$ cat config.mk
export PLATFORM = sky130hd
export DESIGN_NAME = capture_ctrl
export DESIGN_NICKNAME = d
export VERILOG_FILES = /design/src/hw/capture_pkg.sv /design/src/hw/capture_ctrl.sv
export VERILOG_INCLUDE_DIRS = /design/src /design/src/hw
export SDC_FILE = /design/constraint.sdc
export NUM_CORES = 1
export LEC_CHECK = 0
export ABC_AREA = 1
export BUFFER_PORTS_ARGS = -buffer_cell sky130_fd_sc_hd__buf_4
export CAP_MARGIN = 5
export CORE_MARGIN = 4
export CORE_UTILIZATION = 55
export DETAILED_ROUTE_END_ITERATION = 7
export GPL_TIMING_DRIVEN = 0
export PLACE_DENSITY = 0.77
export SKIP_LAST_GASP = 1
export SLEW_MARGIN = 20
export SYNTH_ARGS = -nofsm -noshare
export SYNTH_HDL_FRONTEND = slang
export SYNTH_SLANG_ARGS = --single-unit
$ cat constraint.sdc
create_clock -name adc_sampleclk -period 4.2 [get_ports adc_sampleclk]
set_input_delay 0.63 -clock adc_sampleclk [delete_from_list [all_inputs] [get_ports adc_sampleclk]]
set_output_delay 0.63 -clock adc_sampleclk [all_outputs]
set_load 0.02 [all_outputs]
$ cat src/hw/capture_macros.svh
`ifndef CAPTURE_MACROS_SVH
`define CAPTURE_MACROS_SVH

// adc sample and packed output word
`define CAP_SAMPLE_W      12
`define CAP_WORD_W        64

// sample fifo entries, a power of two
`define CAP_FIFO_DEPTH    1024

// capture settings
`define CAP_PRESAMPLE_W   10
`define CAP_COUNT_W       20
`define CAP_DOWNSAMPLE_W  8

// sticky status vector
`define CAP_ERR_W         5

`endif

$ cat src/hw/capture_pkg.sv
`include "capture_macros.svh"

package capture_pkg;

    typedef logic [`CAP_SAMPLE_W-1:0]     adc_sample_t;
    typedef logic [`CAP_WORD_W-1:0]       packed_word_t;
    typedef logic [`CAP_PRESAMPLE_W-1:0]  presample_t;
    typedef logic [`CAP_COUNT_W-1:0]      sample_count_t;
    typedef logic [`CAP_DOWNSAMPLE_W-1:0] downsample_t;
    typedef logic [`CAP_ERR_W-1:0]        err_stat_t;

    // capture sequencing
    typedef enum logic [2:0] {
        CAP_IDLE            = 3'd0,
        CAP_PRESAMP_FILLING = 3'd1,   // collecting the first P samples
        CAP_PRESAMP_FULL    = 3'd2,   // sliding window of P samples
        CAP_TRIGGERED       = 3'd3,
        CAP_DONE            = 3'd4
    } capture_state_e;

    // bit positions in err_stat_t
    localparam int ERR_FIFO_UNDERFLOW = 0;
    localparam int ERR_FIFO_OVERFLOW  = 1;
    localparam int ERR_PRESAMPLE      = 2;
    localparam int ERR_CLIP           = 3;
    localparam int ERR_DOWNSAMPLE     = 4;

endpackage

$ cat src/hw/capture_ctrl.sv
`timescale 1ns/1ns

module capture_ctrl (
    input  logic                        adc_sampleclk,
    input  logic                        reset,
    input  logic                        arm_i,
    input  logic                        capture_go_i,
    input  capture_pkg::presample_t     presample_i,
    input  capture_pkg::sample_count_t  max_samples_i,
    input  capture_pkg::downsample_t    downsample_i,
    input  logic                        fifo_full_i,
    output logic                        sample_wr_o,
    output logic                        drain_o,
    output logic                        pack_en_o,
    output logic                        armed_o,
    output logic                        capture_stop_o,
    output logic                        capture_done_o,
    output capture_pkg::capture_state_e state_o,
    output logic                        presample_err_o,
    output logic                        downsample_err_o
);
    import capture_pkg::*;

    logic          arm_r;
    logic          arm_pulse;
    logic          go_r;
    logic          trig;
    logic          trig_taken;    // trigger seen in a state that accepts it
    downsample_t   ds_cnt;
    downsample_t   ds_eff;
    logic          keep;
    presample_t    pre_cnt;
    sample_count_t smp_cnt;
    sample_count_t trig_base;
    sample_count_t cnt_after;
    logic          wr_accepted;
    logic          last_wr;

    always_ff @(posedge adc_sampleclk) begin
        if (reset) begin
            arm_r     <= 1'b0;
            arm_pulse <= 1'b0;
            go_r      <= 1'b0;
        end else begin
            arm_r     <= arm_i;
            arm_pulse <= arm_i && !arm_r;
            go_r      <= capture_go_i;
        end
    end

    // the sample on the rising edge of capture_go_i is the trigger sample
    assign trig = capture_go_i && !go_r;

    // presamples are not decimated, so D is ignored when both are set
    assign downsample_err_o = (downsample_i != '0) && (presample_i != '0);
    assign ds_eff           = downsample_err_o ? '0 : downsample_i;
    assign keep             = trig || (ds_cnt == ds_eff);

    always_ff @(posedge adc_sampleclk) begin
        if (reset) begin
            ds_cnt <= '0;
        end else if (arm_pulse || keep) begin
            ds_cnt <= '0;   // restarts on the trigger too
        end else begin
            ds_cnt <= ds_cnt + 1'b1;
        end
    end

    always_comb begin
        case (state_o)
            CAP_IDLE:            sample_wr_o = armed_o && trig;
            CAP_PRESAMP_FILLING: sample_wr_o = keep;
            CAP_PRESAMP_FULL:    sample_wr_o = keep;
            CAP_TRIGGERED:       sample_wr_o = keep;
            default:             sample_wr_o = 1'b0;
        endcase
    end

    assign trig_taken = trig && ((state_o == CAP_IDLE && armed_o) ||
                                 state_o == CAP_PRESAMP_FILLING ||
                                 state_o == CAP_PRESAMP_FULL);

    // drop the oldest presample for every new one, except on the trigger
    assign drain_o   = (state_o == CAP_PRESAMP_FULL) && sample_wr_o && !trig;
    assign pack_en_o = (state_o == CAP_TRIGGERED) || (state_o == CAP_DONE);

    assign presample_err_o = trig && ((state_o == CAP_PRESAMP_FILLING) ||
                             (state_o == CAP_IDLE && armed_o && presample_i != '0));

    assign wr_accepted = sample_wr_o && !fifo_full_i;

    // samples already in the fifo when the trigger arrives
    always_comb begin
        case (state_o)
            CAP_PRESAMP_FULL:    trig_base = sample_count_t'(presample_i);
            CAP_PRESAMP_FILLING: trig_base = sample_count_t'(pre_cnt);
            default:             trig_base = '0;
        endcase
    end

    assign cnt_after = (state_o == CAP_TRIGGERED) ? smp_cnt + 1'b1 : trig_base + 1'b1;
    assign last_wr   = sample_wr_o && ((state_o == CAP_TRIGGERED) || trig_taken) &&
                       (cnt_after >= max_samples_i);

    always_ff @(posedge adc_sampleclk) begin
        if (reset) begin
            state_o        <= CAP_IDLE;
            pre_cnt        <= '0;
            smp_cnt        <= '0;
            armed_o        <= 1'b0;
            capture_stop_o <= 1'b0;
            capture_done_o <= 1'b0;
        end else if (arm_pulse) begin
            state_o        <= CAP_IDLE;   // also aborts a capture in progress
            pre_cnt        <= '0;
            smp_cnt        <= '0;
            armed_o        <= 1'b1;
            capture_stop_o <= 1'b0;
            capture_done_o <= 1'b0;
        end else begin
            if (last_wr) begin
                armed_o        <= 1'b0;
                capture_stop_o <= 1'b1;
                capture_done_o <= 1'b1;
            end
            if (trig_taken) begin
                smp_cnt <= cnt_after;
                state_o <= last_wr ? CAP_DONE : CAP_TRIGGERED;
            end else begin
                case (state_o)
                    CAP_IDLE: begin
                        if (armed_o && presample_i != '0) begin
                            pre_cnt <= '0;
                            state_o <= CAP_PRESAMP_FILLING;
                        end
                    end
                    CAP_PRESAMP_FILLING: begin
                        if (wr_accepted) begin
                            pre_cnt <= pre_cnt + 1'b1;
                            if (pre_cnt == presample_i - 1'b1) begin
                                state_o <= CAP_PRESAMP_FULL;   // P samples held
                            end
                        end
                    end
                    CAP_TRIGGERED: begin
                        if (sample_wr_o) begin
                            smp_cnt <= cnt_after;
                            if (last_wr) begin
                                state_o <= CAP_DONE;
                            end
                        end
                    end
                    default: ;   // full waits for the trigger, done for the next arm
                endcase
            end
        end
    end

    // a drain only happens once the window holds exactly P samples
    a_drain_full_window: assert property (@(posedge adc_sampleclk) disable iff (reset)
        drain_o |-> (state_o != CAP_IDLE) && (pre_cnt == presample_i))
        else $error("presample drain outside a full window");

endmodule

After elaboration in Yosys (flattened, before gate mapping)

Index checks and enable logic that the tools add are counted.
Widths: inputs -> output; s select.

$add $sub $neg: 5
$lt $le $gt $ge: 1
Equality and inequality tests: 13
Mux-type cells: 20
Bitwise gates (word level): 1
Reductions and logical operators: 39

Operators with widths:

| kind                  | number |
|---|---|
| $mux 20               | 4 |
| $add 20x1->20 const B | 2 |
| $pmux 10 s2           | 2 |
| $mux 3                | 7 |
| $ge 20x20->1          | 1 |
| $mux 10               | 2 |
| $logic_and 1x1->1     | 14 |
| $add 10x1->10 const B | 1 |
| $eq 10x10->1          | 1 |
| $reduce_bool 10->1    | 1 |
| $sub 10x1->10 const B | 1 |
| $ne 3x3->1 const B    | 3 |
| $pmux 3 s3            | 1 |
| $add 8x1->8 const B   | 1 |
| $eq 8x8->1            | 1 |
| $mux 8                | 1 |
| $reduce_bool 2->1     | 4 |
| $reduce_bool 8->1     | 1 |
| $logic_or 1x1->1      | 7 |
| $eq 3x2->1 const B    | 2 |
| $ne 3x2->1 const B    | 2 |
| $reduce_and 6->1      | 1 |
| $logic_not 1->1       | 4 |
| $reduce_and 4->1      | 1 |
| 12 further kinds      | 14 |

Register bits: 46
Bits of input ports: 43
Output and inout bits: 11
Word-level logic and storage cells: 88

Logic depth before layout (Yosys ltp)

Gate-level depths: netlist of the first run.

Word-level depth: 12
Mapped depth: 25
Mapped depth without buffers: 25

Least setup slack after synthesis of the first run

OpenSTA, ideal clock, no wires.

Path type: register -> register
Start: register state_o[0]
End: register state_o[0]
Setup time: 0.113 ns
Arrival: 3.412 ns
Required time: 4.087 ns
Path slack: 0.675 ns
Stages on the path, launching flop included: 23
Buffers on the path: 1
Clock period less this slack: 3.525 ns
Cells stage by stage: dfxtp_1 > inv_2 > nor2_2 > nand2_1 > buf_4 > o22ai_1 > ha_1 > nand3_1 > nor2_1 > nand3_1 > a32o_1 > ha_1 > inv_1 > nor3_1 > nand4_1 > nor3_1 > nand2_1 > nand4_1 > inv_1 > o21bai_1 > nand3_1 > nor2_1 > nor2_1

Elaborated cells between the ends (all ways): 28
Classes of those cells: 1 x add/sub; 1 x order compare; 8 x eq/ne; 6 x mux; 12 x reduce/logical

RTL lines:

| element                                                            | line                | source |
|---|---|---|
| from (decl)                                                        | capture_ctrl.sv:18  | `output capture_pkg::capture_state_e state_o,` |
| from (signal assigned)                                             | capture_ctrl.sv:128 | `state_o <= last_wr ? CAP_DONE : CAP_TRIGGERED;` |
| $eq 3x1->1 / $eq 3x2->1 (equally long branches)                    | capture_ctrl.sv:94  | `case (state_o)` |
| $pmux 10 s2                                                        | capture_ctrl.sv:94  |  |
| $add 20x1->20                                                      | capture_ctrl.sv:101 | `assign cnt_after = (state_o == CAP_TRIGGERED) ? smp_cnt + 1'b1 : trig_base + 1'b1;` |
| $mux 20 *                                                          | capture_ctrl.sv:101 |  |
| named net cnt_after[6]                                             | capture_ctrl.sv:35  | `sample_count_t cnt_after;` |
| $ge 20x20->1 *                                                     | capture_ctrl.sv:103 | `(cnt_after >= max_samples_i);` |
| $logic_and 1x1->1 *                                                | capture_ctrl.sv:102 | `assign last_wr = sample_wr_o && ((state_o == CAP_TRIGGERED) \|\| trig_taken) &&` |
| $ne 3x3->1 (no source line) / $mux 3 (equally long branches)       | --                  |  |
| $reduce_and 6->1 (no source line) / $mux 3 (equally long branches) | --                  |  |

The timed path passes the listed nets; every way through them passes the cells marked *.
A chain may end at the register's enable or synchronous reset.

Worst setup path after layout of the first run

Same ends and word-level chain as after synthesis.

==> results of run 1 <==
[worst max-delay path by stage]
stage	endpoint	slack, ns
2_1_floorplan	state_o[0]$_SDFFE_PP0P_	0.68
5_1_grt	state_o[0]$_SDFFE_PP0P_	0.002
3_3_place_gp	state_o[0]$_SDFFE_PP0P_	0.08
6_report	state_o[0]$_SDFFE_PP0P_	0.38
3_5_place_dp	state_o[1]$_SDFFE_PP0P_	0.04
4_1_cts	state_o[1]$_SDFFE_PP0P_	0.02
[kinds of logic (layout without fill, tap and decap cells)]
kind of cell / after synthesis / in the layout / share of synthesized area, %
DFF: 46 / 46 / 22.7
xor gates and xnor gates: 24 / 24 / 5.18
buffers and inverters: 128 / 192 / 13.7
and+or+nand+nor: 299 / 299 / 34.0
adders and majority gates: 25 / 25 / 7.71
AOI/OAI and AO/OA: 108 / 108 / 16.8
[metal layers]
layer  part of all wire (%)  track usage, %  up-vias
met3                    4.8            2.88       11
met4                    1.4            6.74        0
met2                     49            41.0      101
li1                       -               -     2170
met1                     45            27.5     1842
met5                      0               0        -
[worst register-to-register path: cells and delay by family, from the launching register on]
kind	cells	cell delay [ns]
AO/OA/AOI/OAI	3	0.52
XOR/XNOR	1	0.19
adder cells (fa/ha/maj)	2	0.54
buffers and inverters	3	0.34
flip-flops	1	0.39
AND/OR/NAND/NOR	14	1.77
[through the flow]
stage	power (µW)	cells	cell area (µm²)	util [%]
floorplan	877	630	4060	-
global placement	1010	782	4580	63.5
detailed placement	1030	782	4580	63.5
CTS	1310	790	4670	64.8
global route	1420	793	4750	65.8
finish	1330	793	4750	65.8
[placed cells by master (no fill, tap or decap), types with 3 or more instances in the layout]
cell,count
a21o_1,3
o21ai_1,11
a21oi_1,46
o22ai_1,4
nand4_1,18
nor2_2,4
inv_2,7
nor3_1,17
xnor2_1,5
or2_2,3
o21ai_0,17
nand2_2,4
a21oi_2,7
nand2_4,3
clkbuf_1,4
buf_6,3
nand3_2,4
dfxtp_1,45
clkbuf_8,5
xor2_1,19
clkinv_1,3
nor2_1,71
nand3_1,43
o22ai_2,4
inv_1,102
buf_4,59
ha_1,24
nand2_1,120
a211oi_2,3
nor2_4,3
[flip-flops by register name (all words and copies together), names as in the netlist]
signal          cells
arm_pulse           1
ds_cnt              8
state_o             3
capture_done_o      1
go_r                1
arm_r               1
pre_cnt            10
smp_cnt            20
armed_o             1
[cell type report]
cell class	count	area (µm²)
multi-input combinational	456	2630
fill	704	2470
sequential	46	925
inverter	114	435
timing repair buffer	56	420
tap	99	124
buffer	14	121
clock buffer	5	68.8
clock inverter	3	25.0
[power by group through the flow]
stage | registers, µW | clock network [µW] | logic, µW
final | 502 | 281 | 543
after global routing | 507 | 305 | 603
after CTS | 499 | 288 | 521
after detailed placement | 509 | 0 | 517
after global placement | 508 | 0 | 503
after floorplan | 509 | 0 | 369
[timing repair]
item | 4_1_cts | 5_1_grt
gates resized for setup | 0 | 13
setup buffers | 0 | 3
endpoints found under the setup margin | 0 | 5
==> results.py, run 1 <==
metrics = {
    "run": {
        "maxCapViolCount": 0,
    },
    "clock_tree": {
        "clockBufferDepth": 2,
        "cts_htree_levels": 2,
        "cts_tree": "done",
        "cts_made_buffers": 5,
        "clk_latency_ns": 0.31,
        "holdBufCountCts": 0,
        "cts_sinks": 46,
        "cts-root-buf": "clkbuf_8",
        "clk_pin_slew_worst_paths_ns": 0.10,
    },
    "synthesis": {
        "ys_top_cells_by_count": "nand2_1, inv_1, nor2_1",
        "synth_area_leaders": "dfxtp_1, nand2_1, inv_1",
        "syn_area_mm2": 0.00406,
        "synth_edf_count": 0,
        "ys_seq_area_share_pct": 22.7,
        "ys_ff_latch": 46,
        "netlist.top_cell.by_area": "dfxtp_1",
        "yosysTopAreaCellShare_pct": 22.7,
        "yosys_warnings": 0,
        "syn-num-nets": 698,
        "synth_cells": 630,
        "synth_cell_type_count": 46,
        "ys.flop_type": "dfxtp_1",
        "synth.most_common_cell": "nand2_1",
        "syn_area_per_cell_um2": 6.44,
        "async_flop_share_pct": 0,
    },
    "worst_setup_path": {
        "r2r-start": "state_o[0]$_SDFFE_PP0P_",
        "r2r_slack_ns": 0.38,
        "required_ns": 4.45,
        "r2r_end": "state_o[0]$_SDFFE_PP0P_",
        "path_cells": "inv_2, nor2_2, nand2_1, buf_4, o22ai_4, ha_2, nand3_1, nor2_1, nand3_1, nor2_1, xor2_1, o31ai_1, ha_1, nand4_1, nor3_1, nand2_1, nand4_1, inv_1, o21bai_1, nand3_1, nand2_1, nand2_1, nor2_1",
        "slowest_delay_ns": 0.39,
        "endpoint_kind": "register",
        "cp.depth": 23,
        "crit_type": "reg2reg",
        "rr_worst_depth": 23,
        "path_max_fanout": 10,
        "crit_arrival_ns": 4.06,
        "crit_family": "simple AND/OR/NAND/NOR gates",
        "slowest_stage": "dfxtp_4",
        "worst_setup_path_start_kind": "register",
        "crit_buf_inv": 3,
        "critPathLaunch": "state_o[0]$_SDFFE_PP0P_",
        "cp_common_cell": "nand2_1",
    },
    "floorplanning": {
        "die_y_um": 93.9,
        "core_area_mm2": 0.00721,
        "die_w_um": 93.9,
        "fp.dieArea_mm2": 0.00882,
        "num_rows": 31,
        "initial_utilization_pct": 56.2,
        "io_pins": 54,
    },
    "pwr": {
        "peakVddDrop_mv": 0.144,
        "p_clk_share_pct": 21.2,
        "p_int_uw": 792,
        "power_density_mw_per_mm2": 279,
        "p_switching_uw": 533,
        "p_seq_share_pct": 37.8,
        "p_sw_share_pct": 40.2,
        "p_leak_uw": 0.00212,
        "p_comb_share_pct": 41.0,
    },
    "place": {
        "gp_congestion": 0.931,
        "dp_hpwl_um": 7970,
        "portBuffers": 53,
        "dp_slack_ns": 0.0418,
    },
    "sta": {
        "rsz0062_at_grt": "false",
        "hold_viol_final": 0,
        "finalSetupTns_ns": 0,
        "slew_viol_final": 0,
        "fin_ws_ns": 0.384,
        "max_freq_mhz": 262,
        "min_period_ns": 3.82,
        "maxSlewHeadroom_pct": 47.4,
        "tightest_slew_ns": 0.786,
        "final-setup-viol-count": 0,
        "clock_skew_ns": 0.0117,
        "period_share_pct": 90.9,
        "worst_hold_slack_ns": 0.404,
    },
    "global_routing": {
        "antenna_found_initial": 0,
        "grt_max_degree": 17,
        "grt_usage_pct": 22.5,
        "grt_pass1_wl_um": 16300,
        "grt_pass1_vias": 3806,
        "gr-total-overflow": 0,
    },
    "run_status": {
        "status": "complete, no violations",
    },
    "drt": {
        "final_antenna_net_count": 0,
        "drt_iter0_markers": 183,
        "vias": 4124,
        "drtPass1Iterations": 5,
        "vias_per_cell": 5.20,
        "drt-wirelength-per-cell_um": 12.5,
        "routed_wl_um": 9910,
        "drc": 0,
    },
    "worst_hold_path": {
        "worstHoldStart": "arm_r$_SDFF_PP0_",
        "holdPathStages": 1,
        "min_to": "arm_pulse$_SDFF_PP0_",
        "worstHoldPathType": "reg2reg",
    },
    "finish": {
        "layout.nets": 761,
        "syn_to_final_growth_pct": 17.0,
        "insertedDiodeCount": 0,
        "drive_above_1_share_pct": 18.6,
    },
}
Power figures use the tool's default switching activity.
==> inputs of run 2 (changes only) <==
--- a/config.mk
+++ b/config.mk
@@ -9,10 +9,12 @@
 export ABC_AREA = 1
 export BUFFER_PORTS_ARGS = -buffer_cell sky130_fd_sc_hd__buf_4
 export CAP_MARGIN = 5
-export CORE_MARGIN = 4
+export CORE_ASPECT_RATIO = 0.6
+export CORE_MARGIN = 8
 export CORE_UTILIZATION = 55
 export DETAILED_ROUTE_END_ITERATION = 7
 export GPL_TIMING_DRIVEN = 0
+export HOLD_SLACK_MARGIN = 0.1
 export PLACE_DENSITY = 0.77
 export SKIP_LAST_GASP = 1
 export SLEW_MARGIN = 20
==> results.py, run 2 (synthesized netlist as in run 1, its figures left out) <==
metrics = {
    "run_status": {
        "status": "complete, no violations",
    },
    "floorplanning": {
        "die_w_um": 127,
        "core_area_mm2": 0.00721,
        "initial_utilization_pct": 56.3,
        "num_rows": 24,
        "fp.dieArea_mm2": 0.0105,
        "die_y_um": 82.5,
        "io_pins": 54,
    },
    "global_routing": {
        "grt_usage_pct": 21.7,
        "grtUsageMet2_pct": 34.8,
        "grt_pass1_vias": 4010,
        "grt_pass1_wl_um": 18500,
        "use_met3_pct": 4.23,
        "gr-total-overflow": 0,
        "top_usage_layer": "met2",
        "antenna_found_initial": 0,
        "grt_max_degree": 14,
        "gr-usage-met1_pct": 29.5,
    },
    "pwr": {
        "peakVddDrop_mv": 0.156,
        "power_density_mw_per_mm2": 316,
        "p_clk_share_pct": 30.7,
        "p_sw_share_pct": 36.9,
        "p_switching_uw": 563,
        "p_comb_share_pct": 36.3,
        "p_leak_uw": 0.00217,
        "p_seq_share_pct": 33.0,
        "p_int_uw": 963,
    },
    "finish": {
        "largest-register": "smp_cnt",
        "layout.nets": 762,
        "largestRegisters": "smp_cnt (20), pre_cnt (10), ds_cnt (8)",
        "largest_register_ffs": 20,
        "num-fill-cells": 649,
        "syn_to_final_growth_pct": 19.0,
        "drive_above_1_share_pct": 19.0,
        "final_cell_mix": "nand2_1, inv_1, nor2_1",
        "insertedDiodeCount": 0,
        "final_common_cell": "nand2_1",
    },
    "clock_tree": {
        "clk_pin_slew_worst_paths_ns": 0.07,
        "cts_made_buffers": 5,
        "cts_htree_levels": 2,
        "holdBufCountCts": 0,
        "cts_tree": "done",
        "clockBufferDepth": 2,
        "cts_sinks": 46,
        "cts-root-buf": "clkbuf_16",
        "clk_latency_ns": 0.30,
    },
    "worst_hold_path": {
        "worstHoldPathType": "reg2reg",
    },
    "worst_setup_path": {
        "path_cells": "inv_2, nor2_2, nand2_1, buf_4, o22ai_4, ha_2, nand3_1, nor2_2, nand3_1, nor2_1, xor2_1, o31ai_1, ha_1, nand4_1, o21ai_0, nand2_1, nand4_1, inv_1, o21bai_1, nand3_1, nand2_1, nand2_1, nor2_1",
        "crit_type": "reg2reg",
        "crit_buf_inv": 3,
        "crit_arrival_ns": 4.18,
        "crit_family": "simple AND/OR/NAND/NOR gates",
        "endpoint_kind": "register",
        "required_ns": 4.43,
        "cp_common_cell": "nand2_1",
        "path_max_fanout": 10,
        "worst_setup_path_start_kind": "register",
        "slowest_delay_ns": 0.41,
        "slowest_stage": "dfxtp_2",
    },
    "drt": {
        "final_antenna_net_count": 0,
        "drc": 0,
        "vias_per_cell": 5.52,
        "vias": 4332,
        "drt-wirelength-per-cell_um": 14.5,
        "drt_iter0_markers": 436,
        "drtPass1Iterations": 5,
        "routed_wl_um": 11400,
    },
    "sta": {
        "final-setup-viol-count": 0,
        "slew_viol_final": 0,
        "hold_viol_final": 0,
        "period_share_pct": 94.1,
        "fin_ws_ns": 0.247,
        "worst_hold_slack_ns": 0.384,
        "min_period_ns": 3.95,
        "clock_skew_ns": 0.0101,
        "max_freq_mhz": 253,
        "maxSlewHeadroom_pct": 41.5,
        "tightest_slew_ns": 0.874,
    },
    "place": {
        "dp_slack_ns": -0.204,
        "gp_congestion": 0.911,
        "portBuffers": 53,
        "dp_hpwl_um": 9050,
    },
    "run": {
        "maxCapViolCount": 0,
    },
}
-- run 2: final timing paths --
kind,startpoint,end,slack [ns],cells after the start
setup / recovery,state_o[0]$_SDFFE_PP0P_,state_o[0]$_SDFFE_PP0P_,0.25,23
hold / removal,arm_r$_SDFF_PP0_,arm_pulse$_SDFF_PP0_,0.38,1
hold reg to reg,arm_r$_SDFF_PP0_,arm_pulse$_SDFF_PP0_,0.38,1
setup reg to reg,state_o[0]$_SDFFE_PP0P_,state_o[0]$_SDFFE_PP0P_,0.25,23
-- run 2: layer usage --
layer  wire length [µm]  up-vias
met3                907       22
met2               4920      188
met5                  0        -
met1               5420     1940
li1                   -     2182
met4                156        0
-- run 2: power by group through the flow --
stage | clock network, µW | logic (µW) | registers, µW
final | 469 | 554 | 504
after global routing | 494 | 611 | 507
after CTS | 472 | 532 | 501
after detailed placement | 0 | 526 | 511
after global placement | 0 | 509 | 510
after floorplan | 0 | 369 | 509
-- run 2: layout make-up --
cell class                      count  area, µm²  area share, %
Buffer                             14        121           2.51
Clock buffer                        6        139           2.88
Clock inverter                      1       30.0          0.622
Inverter                          114        435           9.02
Multi-Input combinational cell    456       2640           54.7
Sequential cell                    46        922           19.1
Tap cell                           91        114           2.36
Timing Repair Buffer               57        428           8.86
-- run 2: per-stage QoR --
step                power [µW]  std cells  setup TNS (ns)  util, %  cell area [µm²]
floorplan                  877        630               0        -             4060
global placement          1020        774         -0.0988     63.4             4570
detailed placement        1040        774          -0.377     63.4             4570
CTS                       1510        781               0     65.9             4750
global route              1610        785         -0.0937     67.0             4830
finish                    1530        785               0     67.0             4830
-- run 2: repair_timing --
| item | 4_1_cts | 5_1_grt |
|---|---|---|
| setup endpoints to repair | 3 | 4 |
| gates cloned | 0 | 0 |
| setup buffers | 0 | 4 |
| gates resized for setup | 2 | 13 |
| pin swaps | 0 | 7 |
==> inputs of run 3 (changes only) <==
--- a/config.mk
+++ b/config.mk
@@ -6,7 +6,6 @@
 export SDC_FILE = /design/constraint.sdc
 export NUM_CORES = 1
 export LEC_CHECK = 0
-export ABC_AREA = 1
 export BUFFER_PORTS_ARGS = -buffer_cell sky130_fd_sc_hd__buf_4
 export CAP_MARGIN = 5
 export CORE_ASPECT_RATIO = 0.6
@@ -16,6 +15,7 @@
 export GPL_TIMING_DRIVEN = 0
 export HOLD_SLACK_MARGIN = 0.1
 export PLACE_DENSITY = 0.77
+export SETUP_SLACK_MARGIN = 0.3
 export SKIP_LAST_GASP = 1
 export SLEW_MARGIN = 20
 export SYNTH_ARGS = -nofsm -noshare
==> results.py, run 3 <==
metrics = {
    "drt": {
        "drt_iter0_markers": 419,
        "vias": 4266,
        "vias_per_cell": 6.37,
        "drc": 0,
        "routed_wl_um": 12300,
        "final_antenna_net_count": 0,
        "drtPass1Iterations": 7,
        "drt-wirelength-per-cell_um": 18.4,
    },
    "worst_setup_path": {
        "worst_setup_path_start_kind": "register",
        "path_max_fanout": 10,
        "crit_type": "reg2reg",
        "endpoint_kind": "register",
        "required_ns": 4.38,
        "crit_arrival_ns": 4.01,
    },
    "finish": {
        "drive_above_1_share_pct": 20.4,
        "final_cell_mix": "buf_4, dfxtp_1, a21oi_1",
        "layout.cells.non_filler": 670,
        "largestRegisters": "smp_cnt (20), pre_cnt (10), ds_cnt (8)",
        "num-fill-cells": 520,
        "insertedDiodeCount": 0,
        "largest-register": "smp_cnt",
        "final_common_cell": "buf_4",
        "syn_to_final_growth_pct": 23.7,
        "largest_register_ffs": 20,
        "layout.nets": 650,
        "post-route-cell-area_mm2": 0.00483,
    },
    "place": {
        "gp_congestion": 0.931,
        "portBuffers": 49,
        "dp.cells": 655,
        "dp_hpwl_um": 9060,
        "place_area_mm2": 0.00439,
    },
    "synthesis": {
        "synth_cell_type_count": 59,
        "syn_area_mm2": 0.00391,
        "synth_cells": 519,
        "synth.most_common_cell": "dfxtp_1",
        "synth_area_leaders": "dfxtp_1, ha_1, xnor2_1",
        "ys.flop_type": "dfxtp_1",
        "synth_edf_count": 0,
        "syn-num-nets": 587,
        "yosys_warnings": 0,
        "netlist.top_cell.by_area": "dfxtp_1",
        "syn_area_per_cell_um2": 7.53,
        "ys_top_cells_by_count": "dfxtp_1, a21oi_1, nor2_1, nor3_1, nand2_1",
        "yosysTopAreaCellShare_pct": 23.6,
        "async_flop_share_pct": 0,
        "ys_seq_area_share_pct": 23.6,
        "ys_ff_latch": 46,
    },
    "sta": {
        "maxSlewHeadroom_pct": 54.9,
        "min_period_ns": 3.83,
        "max_freq_mhz": 261,
        "period_share_pct": 91.1,
        "tightest_slew_ns": 0.676,
        "rsz0062_at_grt": "false",
        "final-setup-viol-count": 0,
        "hold_viol_final": 0,
        "slew_viol_final": 0,
        "clock_skew_ns": 0.00505,
    },
    "pwr": {
        "power_density_mw_per_mm2": 236,
        "peakVddDrop_mv": 0.225,
        "power_uw": 1140,
        "p_seq_share_pct": 41.4,
        "p_leak_uw": 0.00186,
        "p_switching_uw": 355,
        "p_comb_share_pct": 23.0,
        "p_int_uw": 784,
        "p_sw_share_pct": 31.2,
        "p_clk_share_pct": 35.6,
    },
    "clock_tree": {
        "clockBufferDepth": 2,
        "cts-root-buf": "clkbuf_16",
        "cts_tree": "done",
        "clk_latency_ns": 0.30,
        "clk_pin_slew_worst_paths_ns": 0.07,
        "cts_htree_levels": 2,
        "holdBufCountCts": 0,
        "cts_made_buffers": 5,
        "cts_sinks": 46,
    },
    "global_routing": {
        "grt_max_degree": 16,
        "grt_pass1_wl_um": 19000,
        "grtUsageMet2_pct": 32.6,
        "gr-usage-met1_pct": 31.7,
        "grt_pass1_vias": 3861,
        "grt_usage_pct": 22.7,
        "antenna_found_initial": 0,
        "use_met3_pct": 7.41,
        "top_usage_layer": "met2",
        "gr-total-overflow": 0,
    },
    "run_status": {
        "status": "complete, no violations",
    },
    "worst_hold_path": {
        "worstHoldPathType": "reg2reg",
    },
    "floorplanning": {
        "core_area_mm2": 0.00676,
        "num_rows": 23,
        "initial_utilization_pct": 57.8,
        "fp.dieArea_mm2": 0.0101,
        "die_w_um": 125,
        "die_y_um": 81.3,
        "io_pins": 54,
    },
    "run": {
        "maxCapViolCount": 0,
    },
}
[run 3: cell types whose count changed after synthesis, moves of 12 or more]
cell      delta
nand2_1     -87
inv_1       -73
nor2_1      -38
xnor2_1     +24
nand3_1     -23
clkbuf_1    +17
nor3_1      +16
nand3b_1    +14
nor4_1      +12
[run 3: routing by layer]
layer / up-vias / part of all wire, %
li1: 2043 / -
met1: 1977 / 46
met2: 216 / 42
met3: 30 / 11
met4: 0 / 1.4
met5: - / 0
[run 3: area by class of cell]
class                      count  area (µm²)  area share [%]
clock buffer                   5         125            2.59
clock inverter                 3        21.3           0.440
tap                           87         109            2.25
buffer                        29         151            3.13
sequential                    46         928            19.2
timing repair buffer          56         420            8.70
multi-input combinational    415        2970            61.4
inverter                      29         109            2.25
[run 3: path summary, 6_finish.rpt]
check | start | endpoint | slack [ns] | cells after the start
min reg2reg | arm_r$_SDFF_PP0_ | arm_pulse$_SDFF_PP0_ | 0.39 | 1
max reg2reg | state_o[1]$_SDFFE_PP0P_ | armed_o$_SDFFE_PP0P_ | 0.37 | 16
min | arm_r$_SDFF_PP0_ | arm_pulse$_SDFF_PP0_ | 0.39 | 1
max | state_o[1]$_SDFFE_PP0P_ | armed_o$_SDFFE_PP0P_ | 0.37 | 16
[run 3: logic make-up after synthesis]
group,synth area share (%)
adder cells (fa/ha/maj),8.01
XOR/XNOR,10.8
AND/OR/NAND/NOR,30.7
buffers and inverters,5.83
flip-flops,23.6
AO/OA/AOI/OAI,19.3
multiplexers,1.79
[run 3: power by group through the flow]
stage	Sequential [µW]	Clock (µW)	Combinational (µW)
after floorplan	478	0	156
after global placement	479	0	238
after global routing	474	425	288
after detailed placement	480	0	244
after CTS	470	408	247
final	471	405	263
[run 3: critical path: stages, from the launching register on]
cell	delay, ns
dfxtp_2	0.36
buf_2	0.18
nand3b_1	0.28
a221oi_4	0.35
nand2_1	0.14
nor3_2	0.22
xnor2_1	0.17
nand2_1	0.11
ha_1	0.32
o21a_1	0.12
o21ai_0	0.10
a2111o_1	0.46
a41oi_2	0.29
a2111oi_4	0.09
buf_4	0.17
o31ai_4	0.25
a21oi_1	0.10
[run 3: stage by stage]
step / worst slack, ns / hold slack, ns / util (%) / setup TNS [ns]
2_1_floorplan: 0.402 / 0.367 / - / 0
3_3_place_gp: -0.275 / 0.373 / 64.9 / -1.13
3_5_place_dp: -0.238 / 0.383 / 64.9 / -0.959
4_1_cts: 0.296 / 0.399 / 68.2 / 0
5_1_grt: 0.232 / 0.411 / 71.5 / 0
6_report: 0.373 / 0.395 / 71.5 / 0
[run 3: what timing repair did]
action                                  4_1_cts  5_1_grt
endpoints found under the setup margin        7        7
setup buffers                                 2        5
gates resized for setup                      17       58
pin swaps                                     4        8
gates cloned                                  0        0
